File: src/hw/y86_defines.svh
`ifndef Y86_DEFINES_SVH
`define Y86_DEFINES_SVH

// instruction memory geometry
`define IMEM_BYTES 2048
`define IMEM_AW    11

// apb register map, above the memory bytes
`define REG_CTRL   12'h800
`define REG_STATUS 12'h804
`define REG_PC     12'h808

// icode/ifun byte plus register byte plus 8 byte constant
`define MAX_ILEN   10

`endif

File: src/hw/y86_pkg.sv
package y86_pkg;

	typedef enum logic [3:0] {
		HALT   = 4'h0,
		NOP    = 4'h1,
		RRMOVQ = 4'h2, // also cmovXX
		IRMOVQ = 4'h3,
		RMMOVQ = 4'h4,
		MRMOVQ = 4'h5,
		OPQ    = 4'h6,
		JXX    = 4'h7,
		CALL   = 4'h8,
		RET    = 4'h9,
		PUSHQ  = 4'hA,
		POPQ   = 4'hB
	} icode_e;

	// y86 status, packed into two bits
	typedef enum logic [1:0] {
		AOK = 2'd0,
		HLT = 2'd1,
		ADR = 2'd2,
		INS = 2'd3
	} stat_e;

	typedef enum logic [1:0] {
		IDLE   = 2'd0,
		RUN    = 2'd1,
		HALTED = 2'd2,
		FAULT  = 2'd3
	} run_state_e;

endpackage

File: src/hw/fetch_decode.sv
module fetch_decode (
	input  logic [63:0]     pc,
	input  logic [7:0]      byte0,
	input  logic [71:0]     bytes19,
	input  logic            imem_error,
	output y86_pkg::icode_e icode,
	output logic [3:0]      ifun,
	output logic [3:0]      ra,
	output logic [3:0]      rb,
	output logic [63:0]     valc,
	output logic [63:0]     valp,
	output y86_pkg::stat_e  stat
);
	import y86_pkg::*;

	logic [3:0]  icode_raw;
	logic        need_regids;
	logic        need_valc;
	logic        ifun_ok;
	logic [63:0] cwin;

	assign icode_raw = byte0[7:4];
	assign icode = icode_e'(icode_raw);
	assign ifun = byte0[3:0];

	always_comb begin
		need_regids = 1'b0;
		need_valc = 1'b0;
		case (icode_raw)
			RRMOVQ, OPQ, PUSHQ, POPQ: need_regids = 1'b1;
			IRMOVQ, RMMOVQ, MRMOVQ: begin
				need_regids = 1'b1;
				need_valc = 1'b1;
			end
			JXX, CALL: need_valc = 1'b1;
			default: ;
		endcase
	end

	always_comb begin
		case (icode_raw)
			OPQ:         ifun_ok = ifun <= 4'd3;
			JXX, RRMOVQ: ifun_ok = ifun <= 4'd6; // conditions 0..6
			default:     ifun_ok = ifun == 4'd0;
		endcase
	end

	// no register byte, report rnone
	assign ra = need_regids ? bytes19[71:68] : 4'hF;
	assign rb = need_regids ? bytes19[67:64] : 4'hF;

	assign cwin = need_regids ? bytes19[63:0] : bytes19[71:8];

	// little endian, first window byte is the lsb
	always_comb begin
		valc = '0;
		if (need_valc) begin
			for (int k = 0; k < 8; k++)
				valc[8*k +: 8] = cwin[8*(7-k) +: 8];
		end
	end

	assign valp = pc + 64'd1 + (need_regids ? 64'd1 : 64'd0) + (need_valc ? 64'd8 : 64'd0);

	always_comb begin
		if (imem_error)
			stat = ADR;
		else if (icode_raw > POPQ || !ifun_ok)
			stat = INS;
		else if (icode_raw == HALT)
			stat = HLT;
		else
			stat = AOK;
	end

endmodule

File: config.mk
export PLATFORM = sky130hd
export DESIGN_NAME = fetch_decode
export DESIGN_NICKNAME = d
export VERILOG_FILES = /design/src/hw/y86_defines.svh /design/src/hw/y86_pkg.sv /design/src/hw/fetch_decode.sv
export SDC_FILE = /design/constraint.sdc
export NUM_CORES = 1
export LEC_CHECK = 0
export BUFFER_PORTS_ARGS = -buffer_cell sky130_fd_sc_hd__buf_2
export CORE_AREA = 2 2 113 115
export DETAILED_ROUTE_END_ITERATION = 16
export DIE_AREA = 0 0 115 117
export SLEW_MARGIN = 10
export SYNTH_ARGS = -nofsm -noshare
export SYNTH_HDL_FRONTEND = slang
export SYNTH_SLANG_ARGS = --single-unit
File: constraint.sdc
create_clock -name vclk -period 4.05
set_input_delay 0.405 -clock vclk [all_inputs]
set_output_delay 0.405 -clock vclk [all_outputs]
set_load 0.05 [all_outputs]
==> out/results.ini <==
[status]
status = completed

[worst_setup_path]
cp_slowest_stage_delay_ns = 0.40
crit_type = input pin to primary output
slowest_stage = nor2b_1
arrival_ns = 3.00
cp_top_family = simple AND/OR/NAND/NOR gates
cp.buffers_inverters = 3
worstPathRequired_ns = 3.64
start_kind = input pin
cp_max_fo = 10
path_cells = buf_2 -> nor2_1 -> mux2i_1 -> nor2_1 -> a21oi_4 -> inv_1 -> ha_1 -> a31oi_1 -> nor2b_1 -> nand3_2 -> nor3_1 -> xor2_1 -> buf_2
crit_path_end_kind = primary output

[finish]
drive_gt1_frac = 0.4309
utilization = 0.3293
antennaDiodeCount = 0
fill_cells = 1451
final_cells = 874
syn2layout_area_growth_pct = 60.00
seq_cell_count = 0
final_nets = 874
design_area_mm2 = 0.004054
nClkBuffers = 0
seq_area_um2 = 0

[sta]
setup_tns_ns = 0
tightest_slew_ns = 0.6914
period_minus_slack_ns = 3.405
max_freq_ghz = 0.2937
slew_viol_final = 0
setup_viol = 0
finalHoldViolCount = 0
fin_crit_sh = 0.8408
maxSlewHeadroom = 0.5390
setup_ws_ns = 0.6448
rsz0062_at_grt = false

[routing]
post-route-drc-count = 0
first_pass_iters = 6
first_iter_violations = 150
vias = 4020
final_antenna_net_count = 0
vias_per_cell = 4.600
routedWlPerCell_um = 13.77
wl_mm = 12.03

[yosys]
synth_area_mm2 = 0.002534
ys_warn_count = 0
synth_nets = 610
yosysSeqAreaShare = 0
syn_area_per_cell_um2 = 5.484
synth_top_cell_by_area = nand2_1
netlist.area_leader.share = 0.2237
synthTopCellsByArea = nand2_1, a21oi_1, xor2_1
synthDistinctLibCells = 36
synth_cells = 462

[cts]
hold_buffers = 0
post_cts_resized = 0
cts_setup_buffers = 0

[global_routing]
grt_pass1_wl_mm = 17.44
grt_max_degree = 73
grt_antenna_before_repair = 0
track_usage = 0.1564
overflow = 0
grt_pass1_vias = 3545

[placed_design]
place_congestion = 0.8220
place_worst_setup_slack_ns = 0.6692
place_area_mm2 = 0.004054
dp_hpwl_mm = 10.25
place.port_buffers = 291
placedCellCount = 874

[floorplan]
die_w_um = 115
num_io_pins = 291
fp.dieH_um = 117
core_mm2 = 0.01231
initial_core_util = 0.2058
die_area_mm2 = 0.01346
rows = 41

[flow_run]
maxCapViolations = 0

[power]
powerDensity_mw_per_mm2 = 177.9
leakage_nw = 2.200
ir_drop_uv = 106.7

[worst_hold_path]
hp-class = input pin to primary output

[placed cells by master (no fill, tap or decap), types with 4 or more instances in the layout]
| cell type | synthesis | routed |
|---|---|---|
| nand3_1 | 18 | 18 |
| nor3_1 | 16 | 16 |
| a21oi_1 | 67 | 66 |
| nand2b_1 | 10 | 10 |
| nand2_1 | 151 | 151 |
| nor2_1 | 29 | 29 |
| nand3_2 | 4 | 4 |
| nor2b_1 | 4 | 4 |
| inv_1 | 13 | 12 |
| buf_2 | 6 | 291 |
| xor2_1 | 38 | 38 |
| xnor2_1 | 24 | 24 |
| nand4_1 | 19 | 19 |
[cell families (layout without fill, tap and decap cells)]
group,count (synthesis),count (layout),synth area share
buffers and inverters,45,307,0.08149
and+or+nand+nor,279,279,0.5378
xor gates and xnor gates,62,62,0.2143
AOI/OAI and AO/OA,71,71,0.1432
muxes,2,2,0.008395
adders and majority gates,3,3,0.01482
[path summary, 6_finish.rpt]
kind	from	endpoint	slack, ns	cells past startpoint
setup / recovery	byte0[4]	valp[40]	0.64	13
hold / removal	byte0[3]	ifun[3]	1.12	2
[metrics by stage]
step | hold slack, ns | total power [mW]
final | 1.115 | 0.7212
after global routing | 1.119 | 0.7681
after CTS | 1.114 | 0.7251
after detailed placement | 1.113 | 0.7234
after global placement | 1.115 | 0.7236
after floorplan | 0.9771 | 0.5041
[layout make-up]
cell class / instances / area, um^2 / share of cell area
multi-input combinational: 417 / 2338 / 0.5769
timing repair buffer: 294 / 1479 / 0.3648
tap: 150 / 187.7 / 0.04630
inverter: 13 / 48.80 / 0.01204
[cell usage after synthesis, types with 2 or more instances]
master    instances
a21oi_1          67
a31oi_1           2
and2_1            3
and3_1            3
and4_1            3
buf_1             2
buf_2             6
buf_4             8
clkbuf_1         16
ha_1              3
inv_1            13
nand2_1         151
nand2b_1         10
nand3_1          18
nand3_2           4
nand4_1          19
nor2_1           29
nor2b_1           4
nor3_1           16
nor4_1            3
nor4_2            3
nor4_4            2
or2_2             3
or3_1             2
xnor2_1          24
xor2_1           38
[per-layer routing]
metal,vias to the layer above,wire length (um),GRT usage
li1,2069,-,-
met1,1765,4968,0.1914
met2,180,6114,0.3027
met3,6,840,0.01905
met4,0,110,0.01446
met5,-,0,0
[report_power, final]
group          leakage (nW)  internal [mW]  switching, mW  total (mW)
Clock                     0              0              0           0
Sequential                0              0              0           0
Combinational          2.20          0.179          0.542       0.721
Power figures use the tool's default switching activity.
