--- src/hw/y86_defines.svh ---
`ifndef Y86_DEFINES_SVH
`define Y86_DEFINES_SVH

// instruction memory geometry
`define IMEM_BYTES 2048
`define IMEM_AW    11

// apb register map, above the memory bytes
`define REG_CTRL   12'h800
`define REG_STATUS 12'h804
`define REG_PC     12'h808

// icode/ifun byte plus register byte plus 8 byte constant
`define MAX_ILEN   10

`endif

--- src/hw/y86_pkg.sv ---
package y86_pkg;

	typedef enum logic [3:0] {
		HALT   = 4'h0,
		NOP    = 4'h1,
		RRMOVQ = 4'h2, // also cmovXX
		IRMOVQ = 4'h3,
		RMMOVQ = 4'h4,
		MRMOVQ = 4'h5,
		OPQ    = 4'h6,
		JXX    = 4'h7,
		CALL   = 4'h8,
		RET    = 4'h9,
		PUSHQ  = 4'hA,
		POPQ   = 4'hB
	} icode_e;

	// y86 status, packed into two bits
	typedef enum logic [1:0] {
		AOK = 2'd0,
		HLT = 2'd1,
		ADR = 2'd2,
		INS = 2'd3
	} stat_e;

	typedef enum logic [1:0] {
		IDLE   = 2'd0,
		RUN    = 2'd1,
		HALTED = 2'd2,
		FAULT  = 2'd3
	} run_state_e;

endpackage

--- src/hw/fetch_sequencer.sv ---
`include "y86_defines.svh"

module fetch_sequencer (
	input  logic                clk,
	input  logic                rst,
	input  logic                start,
	input  logic [`IMEM_AW-1:0] start_pc,
	input  y86_pkg::stat_e      stat,
	input  logic [63:0]         valp,
	output logic [63:0]         pc,
	output y86_pkg::run_state_e run_state,
	output y86_pkg::stat_e      last_stat,
	output logic [15:0]         fetch_count,
	output logic                fetch_valid
);
	import y86_pkg::*;

	run_state_e state;
	run_state_e state_nxt;

	always_comb begin
		state_nxt = state;
		if (start)
			state_nxt = RUN; // also the restart path from HALTED/FAULT
		else if (state == RUN) begin
			case (stat)
				HLT:      state_nxt = HALTED;
				ADR, INS: state_nxt = FAULT;
				default:  ;
			endcase
		end
	end

	always_ff @(posedge clk) begin
		if (rst) begin
			state <= IDLE;
			pc <= '0;
			last_stat <= AOK;
			fetch_count <= '0;
		end else begin
			state <= state_nxt;
			if (start) begin
				pc <= 64'(start_pc);
				last_stat <= AOK;
				fetch_count <= '0;
			end else if (state == RUN) begin
				last_stat <= stat;
				fetch_count <= fetch_count + 16'd1; // terminal fetch counts too
				if (stat == AOK)
					pc <= valp; // branch targets not followed
			end
		end
	end

	assign run_state = state;

	// one fetch per cycle while running
	assign fetch_valid = state == RUN;

endmodule

--- config.mk ---
export PLATFORM = sky130hd
export DESIGN_NAME = fetch_sequencer
export DESIGN_NICKNAME = d
export VERILOG_FILES = /design/src/hw/y86_pkg.sv /design/src/hw/fetch_sequencer.sv
export VERILOG_INCLUDE_DIRS = /design/src /design/src/hw
export SDC_FILE = /design/constraint.sdc
export NUM_CORES = 1
export LEC_CHECK = 0
export ABC_AREA = 1
export BUFFER_PORTS_ARGS = -buffer_cell sky130_fd_sc_hd__buf_4
export CAP_MARGIN = 0
export CORE_MARGIN = 1
export CORE_UTILIZATION = 30
export CTS_BUF_LIST = sky130_fd_sc_hd__clkbuf_4
export CTS_CLUSTER_DIAMETER = 30
export DETAILED_ROUTE_END_ITERATION = 12
export PLACE_DENSITY = 0.62
export SYNTH_ARGS = -nofsm -noshare
export SYNTH_HDL_FRONTEND = slang
export SYNTH_SLANG_ARGS = --single-unit
--- constraint.sdc ---
create_clock -name clk -period 1.2 [get_ports clk]
set_input_delay 0.06 -clock clk [delete_from_list [all_inputs] [get_ports clk]]
set_output_delay 0.06 -clock clk [all_outputs]
set_load 0.02 [all_outputs]
==> results.yml <==
final_layout:
  final_area_mm2: 0.006550
  final_nets: 806
  multi_input_area_mm2: 0.001710
  register_area_mm2: 0.001708
  layout_common_cells: "buf_4 (185), nor2_1 (100), dlygate4sd3_1 (81), dfxtp_1 (71), nand2_1 (45)"
  fin_util_pct: 63.16
  final_common_cell: "buf_4"
  fillers: 856
  drive_gt1_share_pct: 47.53
  synthToLayoutAreaGrowth_pct: 103.0
timing:
  fin_skew_ns: 0.02285
  period_needed_ns: 1.365
  period_share_pct: 113.7
  hold_violations: 0
  setup_slack_ns: -0.1649
  setup_viol: 73
  drv_slew: 0
  slew_headroom_pct: 67.02
  fmax_mhz: 732.7
  rsz0062_at_grt: "yes"
  worst_pin_slew_ns: 0.4941
route:
  drt_wl_total_mm: 13.11
  wl_per_cell_um: 15.13
  via_per_inst: 4.750
  drcViolationCount: 0
  drtAntennaViolNets: 0
  dr_total_vias: 4118
  drt_first_pass_iters: 4
  drt_iter0_drc: 170
global_routing:
  antenna_found_initial: 1
  grt_overflow: 0
  grt_pass1_wl_mm: 19.20
  grt_max_degree: 35
  track_usage_pct: 21.72
  grt_pass1_vias: 4077
pwr:
  power_density_mw_per_mm2: 856.5
  vdd_drop_max_v: 0.0005561
  p_leak_nw: 2.907
worst_setup_path:
  endpoint_kind: "flip-flop"
  crit_path_frequent_cell: "buf_12"
  cp.required_ns: 1.56
  r2r-start: "run_state[0]"
  worstPathCellList: "buf_6, nand2_8, nor2_4, buf_12, buf_12, clkbuf_16, o21ai_2, nor2_1"
  reg2reg_slack_ns: -0.16
  crit_buf_inv: 4
  critPathKind: "reg -> reg"
  cp.arrival_ns: 1.73
  cp_top_family: "buffers and inverters"
  worst-path-max-fanout: 9
  cpPeakStageDelay_ns: 0.38
  cp-start-kind: "flip-flop"
  crit_start: "run_state[0]"
  worst_path_max_delay_cell: "dfxtp_2"
hold_path:
  hold_path_class: "in -> reg"
  hold_start: "start"
run:
  drv_cap: 0
die:
  die_y_um: 105.7
  die-area_mm2: 0.01117
  core-area_mm2: 0.01037
  start_util_pct: 31.12
  rows: 37
  io_pins: 165
  die_x_um: 105.7
synthesis:
  yosysUniqueCellTypes: 23
  synth-simple-area-share_pct: 28.58
  synth-seq-cells: 84
  synthXorXnorAreaFrac_pct: 0.5428
  synth_area_mm2: 0.003227
  muxShareOfSynthArea_pct: 0
  synth_edf_count: 0
  async_flop_share_pct: 0
  synth_ff_type: "dfxtp_1"
  synth_fp_nets: 515
  yosys_warnings: 0
  syn_avg_cell_area_um2: 7.435
  synth_cells: 434
  synth_top_family_by_area: "simple AND/OR/NAND/NOR gates"
  synth-compound-area-share_pct: 12.68
  synth_fa_ha_area_share_pct: 0.3877
  synth_seq_area_share_pct: 52.11
cts:
  cts_buffers: 9
  ctsLongestPathBuffers: 2
  worstSkewPairLatency_ns: 0.44
  clk_pin_slew_ns: 0.15
  cts_tree: "done"
  cts-root-buf: "clkbuf_4"
  htreeDepth: 3
  cts_num_sinks: 84
place:
  pre_cts_slack_ns: -0.2781
  dpl_cell_area_mm2: 0.004817
  dp_hpwl_mm: 7.200
  port_buffers: 164
  gp_congestion: 0.8016
status:
  violations: "setup timing"
  status: "finished, violations left"
[what timing repair did]
| action | CTS | global route |
|---|---|---|
| gates cloned | 3 | 5 |
| hold buffers | 81 | 0 |
| hold endpoints to repair | 70 | 0 |
| buffers inserted | 12 | 11 |
| setup endpoints to repair | 64 | 84 |
| gates resized for setup | 103 | 72 |
| pin swaps | 7 | 15 |
[cells by family (layout without fill, tap and decap cells)]
family                     count (synthesis)  count (layout)
AOI/OAI and AO/OA                         78              78
xor gates and xnor gates                   2               2
adders and majority gates                  1               1
buffers and inverters                     40             336
DFF                                       84              84
other                                      0               1
and+or+nand+nor                          229             229
[worst paths after layout]
kind                         end  cells after the start
setup / recovery          pc[56]                      8
hold / removal    fetch_count[9]                      4
setup reg to reg          pc[56]                      8
hold reg to reg           pc[10]                      2
[area by class of cell]
| class | instances | share of cell area, % |
|---|---|---|
| clock buffer | 10 | 1.146 |
| timing repair buffer | 303 | 42.29 |
| multi-input combinational | 310 | 26.11 |
| tap | 136 | 2.598 |
| sequential | 84 | 26.07 |
| antenna | 1 | 0.03820 |
| inverter | 17 | 1.127 |
| clock inverter | 6 | 0.6113 |
[synthesized netlist by cell type, types with 2 or more instances]
cell type	n	area [µm²]
nor3_1	2	10.01
nor2_2	2	12.51
nor2_1	144	540.5
o21ai_1	10	50.05
nand3_1	19	95.09
clkbuf_1	6	22.52
o21ai_0	49	245.2
dfxtp_1	84	1682
inv_2	2	7.510
inv_1	15	56.30
buf_6	2	22.52
a31oi_1	13	81.33
buf_2	15	75.07
nand4_1	4	25.02
xor2_1	2	17.52
nand2_1	54	202.7
a21oi_1	5	25.02
[state kept, by name, indices dropped and copies added, names as in the netlist]
register	flops
fetch_count	16
last_stat	2
pc	64
run_state	2
[per-layer routing]
| layer | vias to the layer above | routed length, µm | GRT usage (%) | share of wire [%] |
|---|---|---|---|---|
| li1 | 1992 | - | - | - |
| met1 | 1935 | 5113 | 24.95 | 39 |
| met2 | 142 | 6898 | 37.63 | 53 |
| met3 | 49 | 594 | 3.958 | 4.5 |
| met4 | 0 | 508 | 12.50 | 3.9 |
| met5 | - | 0 | 0 | 0 |
[per-stage QoR]
| step | cells | power [mW] | hold WS (ns) | setup TNS [ns] |
|---|---|---|---|---|
| final | 867 | 5.610 | 0.005399 | -7.055 |
| after global routing | 867 | 5.842 | 0.008787 | -11.85 |
| after CTS | 852 | 5.502 | -0.02839 | -2.954 |
| after detailed placement | 740 | 3.671 | 0.2906 | -4.862 |
| after global placement | 740 | 3.660 | 0.2803 | -2.590 |
| after floorplan | 434 | 3.253 | 0.1220 | 0 |
[power by group]
group / internal, mW / leakage, nW / total [mW] / switching [mW]
Sequential: 2.85 / 0.688 / 2.90 / 0.0514
Combinational: 0.691 / 2.15 / 1.22 / 0.530
Clock: 0.449 / 0.0643 / 1.49 / 1.04
[tightest hold or removal path, stage by stage]
cell and delay (ns):
buf_4 0.15, nor2_4 0.09, nand2_1 0.07, nor2_1 0.04
(Power assumes the default switching activity.)
