File: src/hw/y86_defines.svh
`ifndef Y86_DEFINES_SVH
`define Y86_DEFINES_SVH

// instruction memory geometry
`define IMEM_BYTES 2048
`define IMEM_AW    11

// apb register map, above the memory bytes
`define REG_CTRL   12'h800
`define REG_STATUS 12'h804
`define REG_PC     12'h808

// icode/ifun byte plus register byte plus 8 byte constant
`define MAX_ILEN   10

`endif

File: src/hw/y86_pkg.sv
package y86_pkg;

	typedef enum logic [3:0] {
		HALT   = 4'h0,
		NOP    = 4'h1,
		RRMOVQ = 4'h2, // also cmovXX
		IRMOVQ = 4'h3,
		RMMOVQ = 4'h4,
		MRMOVQ = 4'h5,
		OPQ    = 4'h6,
		JXX    = 4'h7,
		CALL   = 4'h8,
		RET    = 4'h9,
		PUSHQ  = 4'hA,
		POPQ   = 4'hB
	} icode_e;

	// y86 status, packed into two bits
	typedef enum logic [1:0] {
		AOK = 2'd0,
		HLT = 2'd1,
		ADR = 2'd2,
		INS = 2'd3
	} stat_e;

	typedef enum logic [1:0] {
		IDLE   = 2'd0,
		RUN    = 2'd1,
		HALTED = 2'd2,
		FAULT  = 2'd3
	} run_state_e;

endpackage

File: src/hw/imem_apb_port.sv
`include "y86_defines.svh"

module imem_apb_port (
	input  logic                clk,
	input  logic                rst,
	input  logic [11:0]         paddr,
	input  logic                psel,
	input  logic                penable,
	input  logic                pwrite,
	input  logic [31:0]         pwdata,
	output logic [31:0]         prdata,
	output logic                pready,
	output logic                pslverr,
	input  y86_pkg::run_state_e run_state,
	input  y86_pkg::stat_e      last_stat,
	input  logic [15:0]         fetch_count,
	input  logic [31:0]         pc,
	output logic                mem_we,
	output logic [`IMEM_AW-1:0] mem_waddr,
	output logic [7:0]          mem_wdata,
	output logic [`IMEM_AW-1:0] mem_raddr,
	input  logic [7:0]          mem_rdata,
	output logic                start,
	output logic [`IMEM_AW-1:0] start_pc
);
	import y86_pkg::*;

	logic setup;
	logic access;
	logic is_mem;
	logic is_ctrl;
	logic wr_err;
	logic wr_ok;
	logic ready_q;
	logic err_q;

	assign setup = psel && !penable;
	assign access = psel && penable;
	assign is_mem = paddr < 12'(`IMEM_BYTES);
	assign is_ctrl = paddr == `REG_CTRL;

	// busy, read only or unmapped
	assign wr_err = pwrite && (run_state == RUN || (!is_mem && !is_ctrl));

	// response formed in setup, presented in the access cycle
	always_ff @(posedge clk) begin
		if (rst) begin
			ready_q <= 1'b0;
			err_q <= 1'b0;
		end else begin
			ready_q <= setup;
			err_q <= setup && wr_err;
		end
	end

	assign pready = ready_q;
	assign pslverr = err_q;
	assign wr_ok = access && pwrite && !err_q;

	assign mem_we = wr_ok && is_mem;
	assign mem_waddr = paddr[`IMEM_AW-1:0];
	assign mem_wdata = pwdata[7:0];
	assign mem_raddr = paddr[`IMEM_AW-1:0];
	assign start = wr_ok && is_ctrl;
	assign start_pc = pwdata[`IMEM_AW-1:0];

	always_comb begin
		if (is_mem)
			prdata = {24'h000000, mem_rdata};
		else begin
			case (paddr)
				`REG_STATUS: prdata = {fetch_count, 12'h000, last_stat, run_state};
				`REG_PC:     prdata = pc;
				default:     prdata = '0; // ctrl reads back zero
			endcase
		end
	end

endmodule

File: config.mk
export PLATFORM = sky130hd
export DESIGN_NAME = imem_apb_port
export DESIGN_NICKNAME = d
export VERILOG_FILES = /design/src/hw/y86_pkg.sv /design/src/hw/imem_apb_port.sv
export VERILOG_INCLUDE_DIRS = /design/src /design/src/hw
export SDC_FILE = /design/constraint.sdc
export NUM_CORES = 1
export LEC_CHECK = 0
export BUFFER_PORTS_ARGS = -buffer_cell sky130_fd_sc_hd__buf_2
export CORE_AREA = 2 2 72 74
export DETAILED_ROUTE_END_ITERATION = 10
export DIE_AREA = 0 0 74 76
export PLACE_DENSITY_LB_ADDON = 0.12
export SYNTH_ARGS = -nofsm -noshare
export SYNTH_HDL_FRONTEND = slang
export SYNTH_SLANG_ARGS = --single-unit
File: constraint.sdc
create_clock -name clk -period 2.4 [get_ports clk]
set_clock_uncertainty 0.05 [all_clocks]
set_input_delay 0.12 -clock clk [delete_from_list [all_inputs] [get_ports clk]]
set_output_delay 0.12 -clock clk [all_outputs]
set_load 0.005 [all_outputs]
==> qor.log <==
qor: outcome.status finished clean
qor: placed_design.place_hpwl 2948 um
qor: grt.first_global_vias 959
qor: cts.cts_resized 0
qor: cts.clkSlewWorstSetupHoldPaths 0.03 ns
qor: power.power-per-cell-area 221.1 mW/mm2
qor: placed_design.place.port_buffers 134
qor: final_layout.fillCellCount 554
qor: floorplanning.die-width 74 um
qor: cts.cts_max_level 1
qor: logic_synthesis.ys_warn_count 0
qor: sta.final_min_period_over_clock_period 82.33%
qor: sta.hold_violation_total_from_the_final_report 0
qor: cts.root_buffer_cell clkbuf_8
qor: final_layout.mostFrequentLayoutCell buf_2
qor: grt.globalRouteTotalUtil 9.989%
qor: final_layout.post_route_cells_drive_above_1_share 72.36%
qor: sta.period_minus_slack 1.976 ns
qor: grt.grt_start_max_net_pins 29
qor: critical_path.worstPathCellList buf_2 > or4_1 > nor4b_1 > a221o_1 > buf_2
qor: cts.cts_post_setup_buffers_inserted 0
qor: critical_path.crit_path_max_incr_delay 0.66 ns
qor: critical_path.crit_path_dat 1.81 ns
qor: sta.rsz0062_at_grt no
qor: grt.grt_antenna_before_repair 0
qor: cts.tritoncts built
qor: sta.finalSetupViolations 0
qor: final_layout.mostFrequentLayoutCells buf_2 (134), a32o_1 (16), and2_1 (8)
qor: drt.detailedRoute.firstIterationViolations 20
qor: grt.global_route.overflow_total 0
qor: critical_path.critPathSlowestCell or4_1
qor: sta.maxSlewViolCount 0
qor: floorplanning.io-pin-count 186
qor: final_layout.fin_util 27.13%
qor: drt.remaining_drc_errors 0
qor: logic_synthesis.netlist_area 858.3 um2
qor: floorplanning.floorplan.die_area 0.005624 mm2
qor: floorplanning.placement_rows 26
qor: sta.postLayoutSetupSlackWorst 0.4241 ns
qor: sta.tns 0 ns
qor: critical_path.worst_path_most_repeated_cell buf_2
qor: logic_synthesis.synth_area_per_cell 8.022 um2
qor: drt.drt_wl_total 3370 um
qor: placed_design.gp_congestion 0.7173
qor: power.worst_vdd_rail_ir_drop 0.3682 mV
qor: logic_synthesis.synthesized_nets 216
qor: logic_synthesis.netlist-cell-type-count 29
qor: floorplanning.die_y 76 um
qor: sta.max_slew.worst_pin.slew 0.5600 ns
qor: floorplanning.floorplan.initialDensity 17.47%
qor: cts.cts_inserted_buffers 3
qor: sta.worst_slew_margin_rel 62.14%
qor: drt.dr_vias 1131
qor: placed_design.post-place-ws 0.3525 ns
qor: logic_synthesis.seq_area_frac_synth 4.665%
qor: critical_path.setup.worst_path.end_class output pin
qor: sta.highest_clock_frequency_the_design_can_meet 506.1 MHz
qor: drt.drt-vias-per-instance 4.204
qor: drt.first_pass_iters 4
qor: final_layout.diodes 0
qor: critical_path.startpoint_type input pin
qor: critical_path.critPathRequiredTime 2.23 ns
qor: cts.cts.path.max_buffers 2
qor: min_path.hold_path.class input pin to register
qor: drt.wl_cell 12.53 um
qor: run.drv_cap 0
qor: logic_synthesis.synthCells 107
qor: cts.hold_buffers 0
qor: logic_synthesis.flip_flop_and_latch_count_after_synthesis 2
qor: critical_path.path_class input pin to output pin
qor: min_path.worst_hold_path.num_cells 2
qor: drt.drtAntennaViolNets 0
qor: floorplanning.core_ar 0.004912 mm2
qor: cts.clkSinkCount 2
qor: power.power.static_leakage 0.7797 nW
qor: grt.grt_pass1_wl 4422 um
qor: final_layout.areaGrowthSynthToFinish 55.25%
qor: final_layout.final_net_count 310
qor: critical_path.cp_max_fo 5
-- synthesized netlist by cell type --
| cell | n | share of area, % |
|---|---|---|
| a21oi_1 | 1 | 0.58 |
| a221o_1 | 3 | 3.5 |
| a22o_1 | 4 | 4.1 |
| a2bb2oi_1 | 1 | 1.0 |
| a32o_1 | 16 | 19 |
| and2_1 | 8 | 5.8 |
| and2b_1 | 3 | 2.6 |
| buf_2 | 2 | 1.2 |
| buf_4 | 41 | 36 |
| buf_6 | 2 | 2.6 |
| clkbuf_1 | 4 | 1.7 |
| dfxtp_1 | 2 | 4.7 |
| inv_1 | 2 | 0.87 |
| nand3b_1 | 1 | 0.87 |
| nand4b_1 | 1 | 1.0 |
| nor2_1 | 1 | 0.44 |
| nor2b_1 | 2 | 1.5 |
| nor3_1 | 1 | 0.58 |
| nor3_2 | 1 | 1.2 |
| nor3b_1 | 1 | 0.87 |
| nor4_1 | 2 | 1.5 |
| nor4_4 | 1 | 2.5 |
| nor4b_1 | 1 | 1.0 |
| o211ai_1 | 1 | 0.87 |
| o2bb2ai_1 | 1 | 1.0 |
| or2_2 | 1 | 0.73 |
| or3_1 | 1 | 0.73 |
| or4_1 | 1 | 0.87 |
| or4b_1 | 1 | 1.2 |
-- through the flow --
stage	total power [mW]	instance area (um2)	hold WS, ns	instances
6_report	0.2946	1333	0.03891	269
5_1_grt	0.3149	1333	0.04071	269
4_1_cts	0.3030	1333	0.03207	269
3_5_place_dp	0.1646	1291	0.1900	266
3_3_place_gp	0.1647	1291	0.1900	266
2_1_floorplan	0.1183	858.3	0.1575	107
-- sequential cells by signal, indices dropped and copies added, names as in the netlist --
| name | cells |
|---|---|
| pready | 1 |
| pslverr | 1 |
-- layer usage --
metal	wire, um	global-route usage (%)	up-vias
met4	37	2.727	0
met1	1253	9.768	494
li1	-	-	546
met3	383	1.984	4
met5	0	0	-
met2	1696	20.09	87
-- final cells by class --
class	instances	area, um2	area share [%]
sequential	2	40.04	3.005
inverter	2	7.507	0.5634
clock buffer	3	41.29	3.099
timing repair buffer	138	700.7	52.58
tap	70	87.58	6.573
multi-input combinational	54	455.4	34.18
-- cell families (layout without fill, tap and decap cells) --
family / count (synthesis) / after routing / share of synthesized area (%)
compound gates: 27 / 27 / 29.74
simple gates: 27 / 27 / 23.32
buf+inv: 51 / 143 / 42.27
flops: 2 / 2 / 4.665
-- worst max-delay path, delay by kind of cell --
family | cells | cell delay [ns]
AND/OR/NAND/NOR | 2 | 1.24
buffers and inverters | 2 | 0.21
AO/OA/AOI/OAI | 1 | 0.23
-- power breakdown --
group | internal [mW] | switching [mW]
Sequential | 0.0346 | 0.000276
Combinational | 0.0755 | 0.0517
Clock | 0.106 | 0.0265
Total | 0.216 | 0.0785
-- final timing paths --
path,startpoint,end,slack (ns)
min,rst,pready,0.04
max,paddr[5],prdata[2],0.42
No activity file was read; power rests on OpenSTA's default activity.
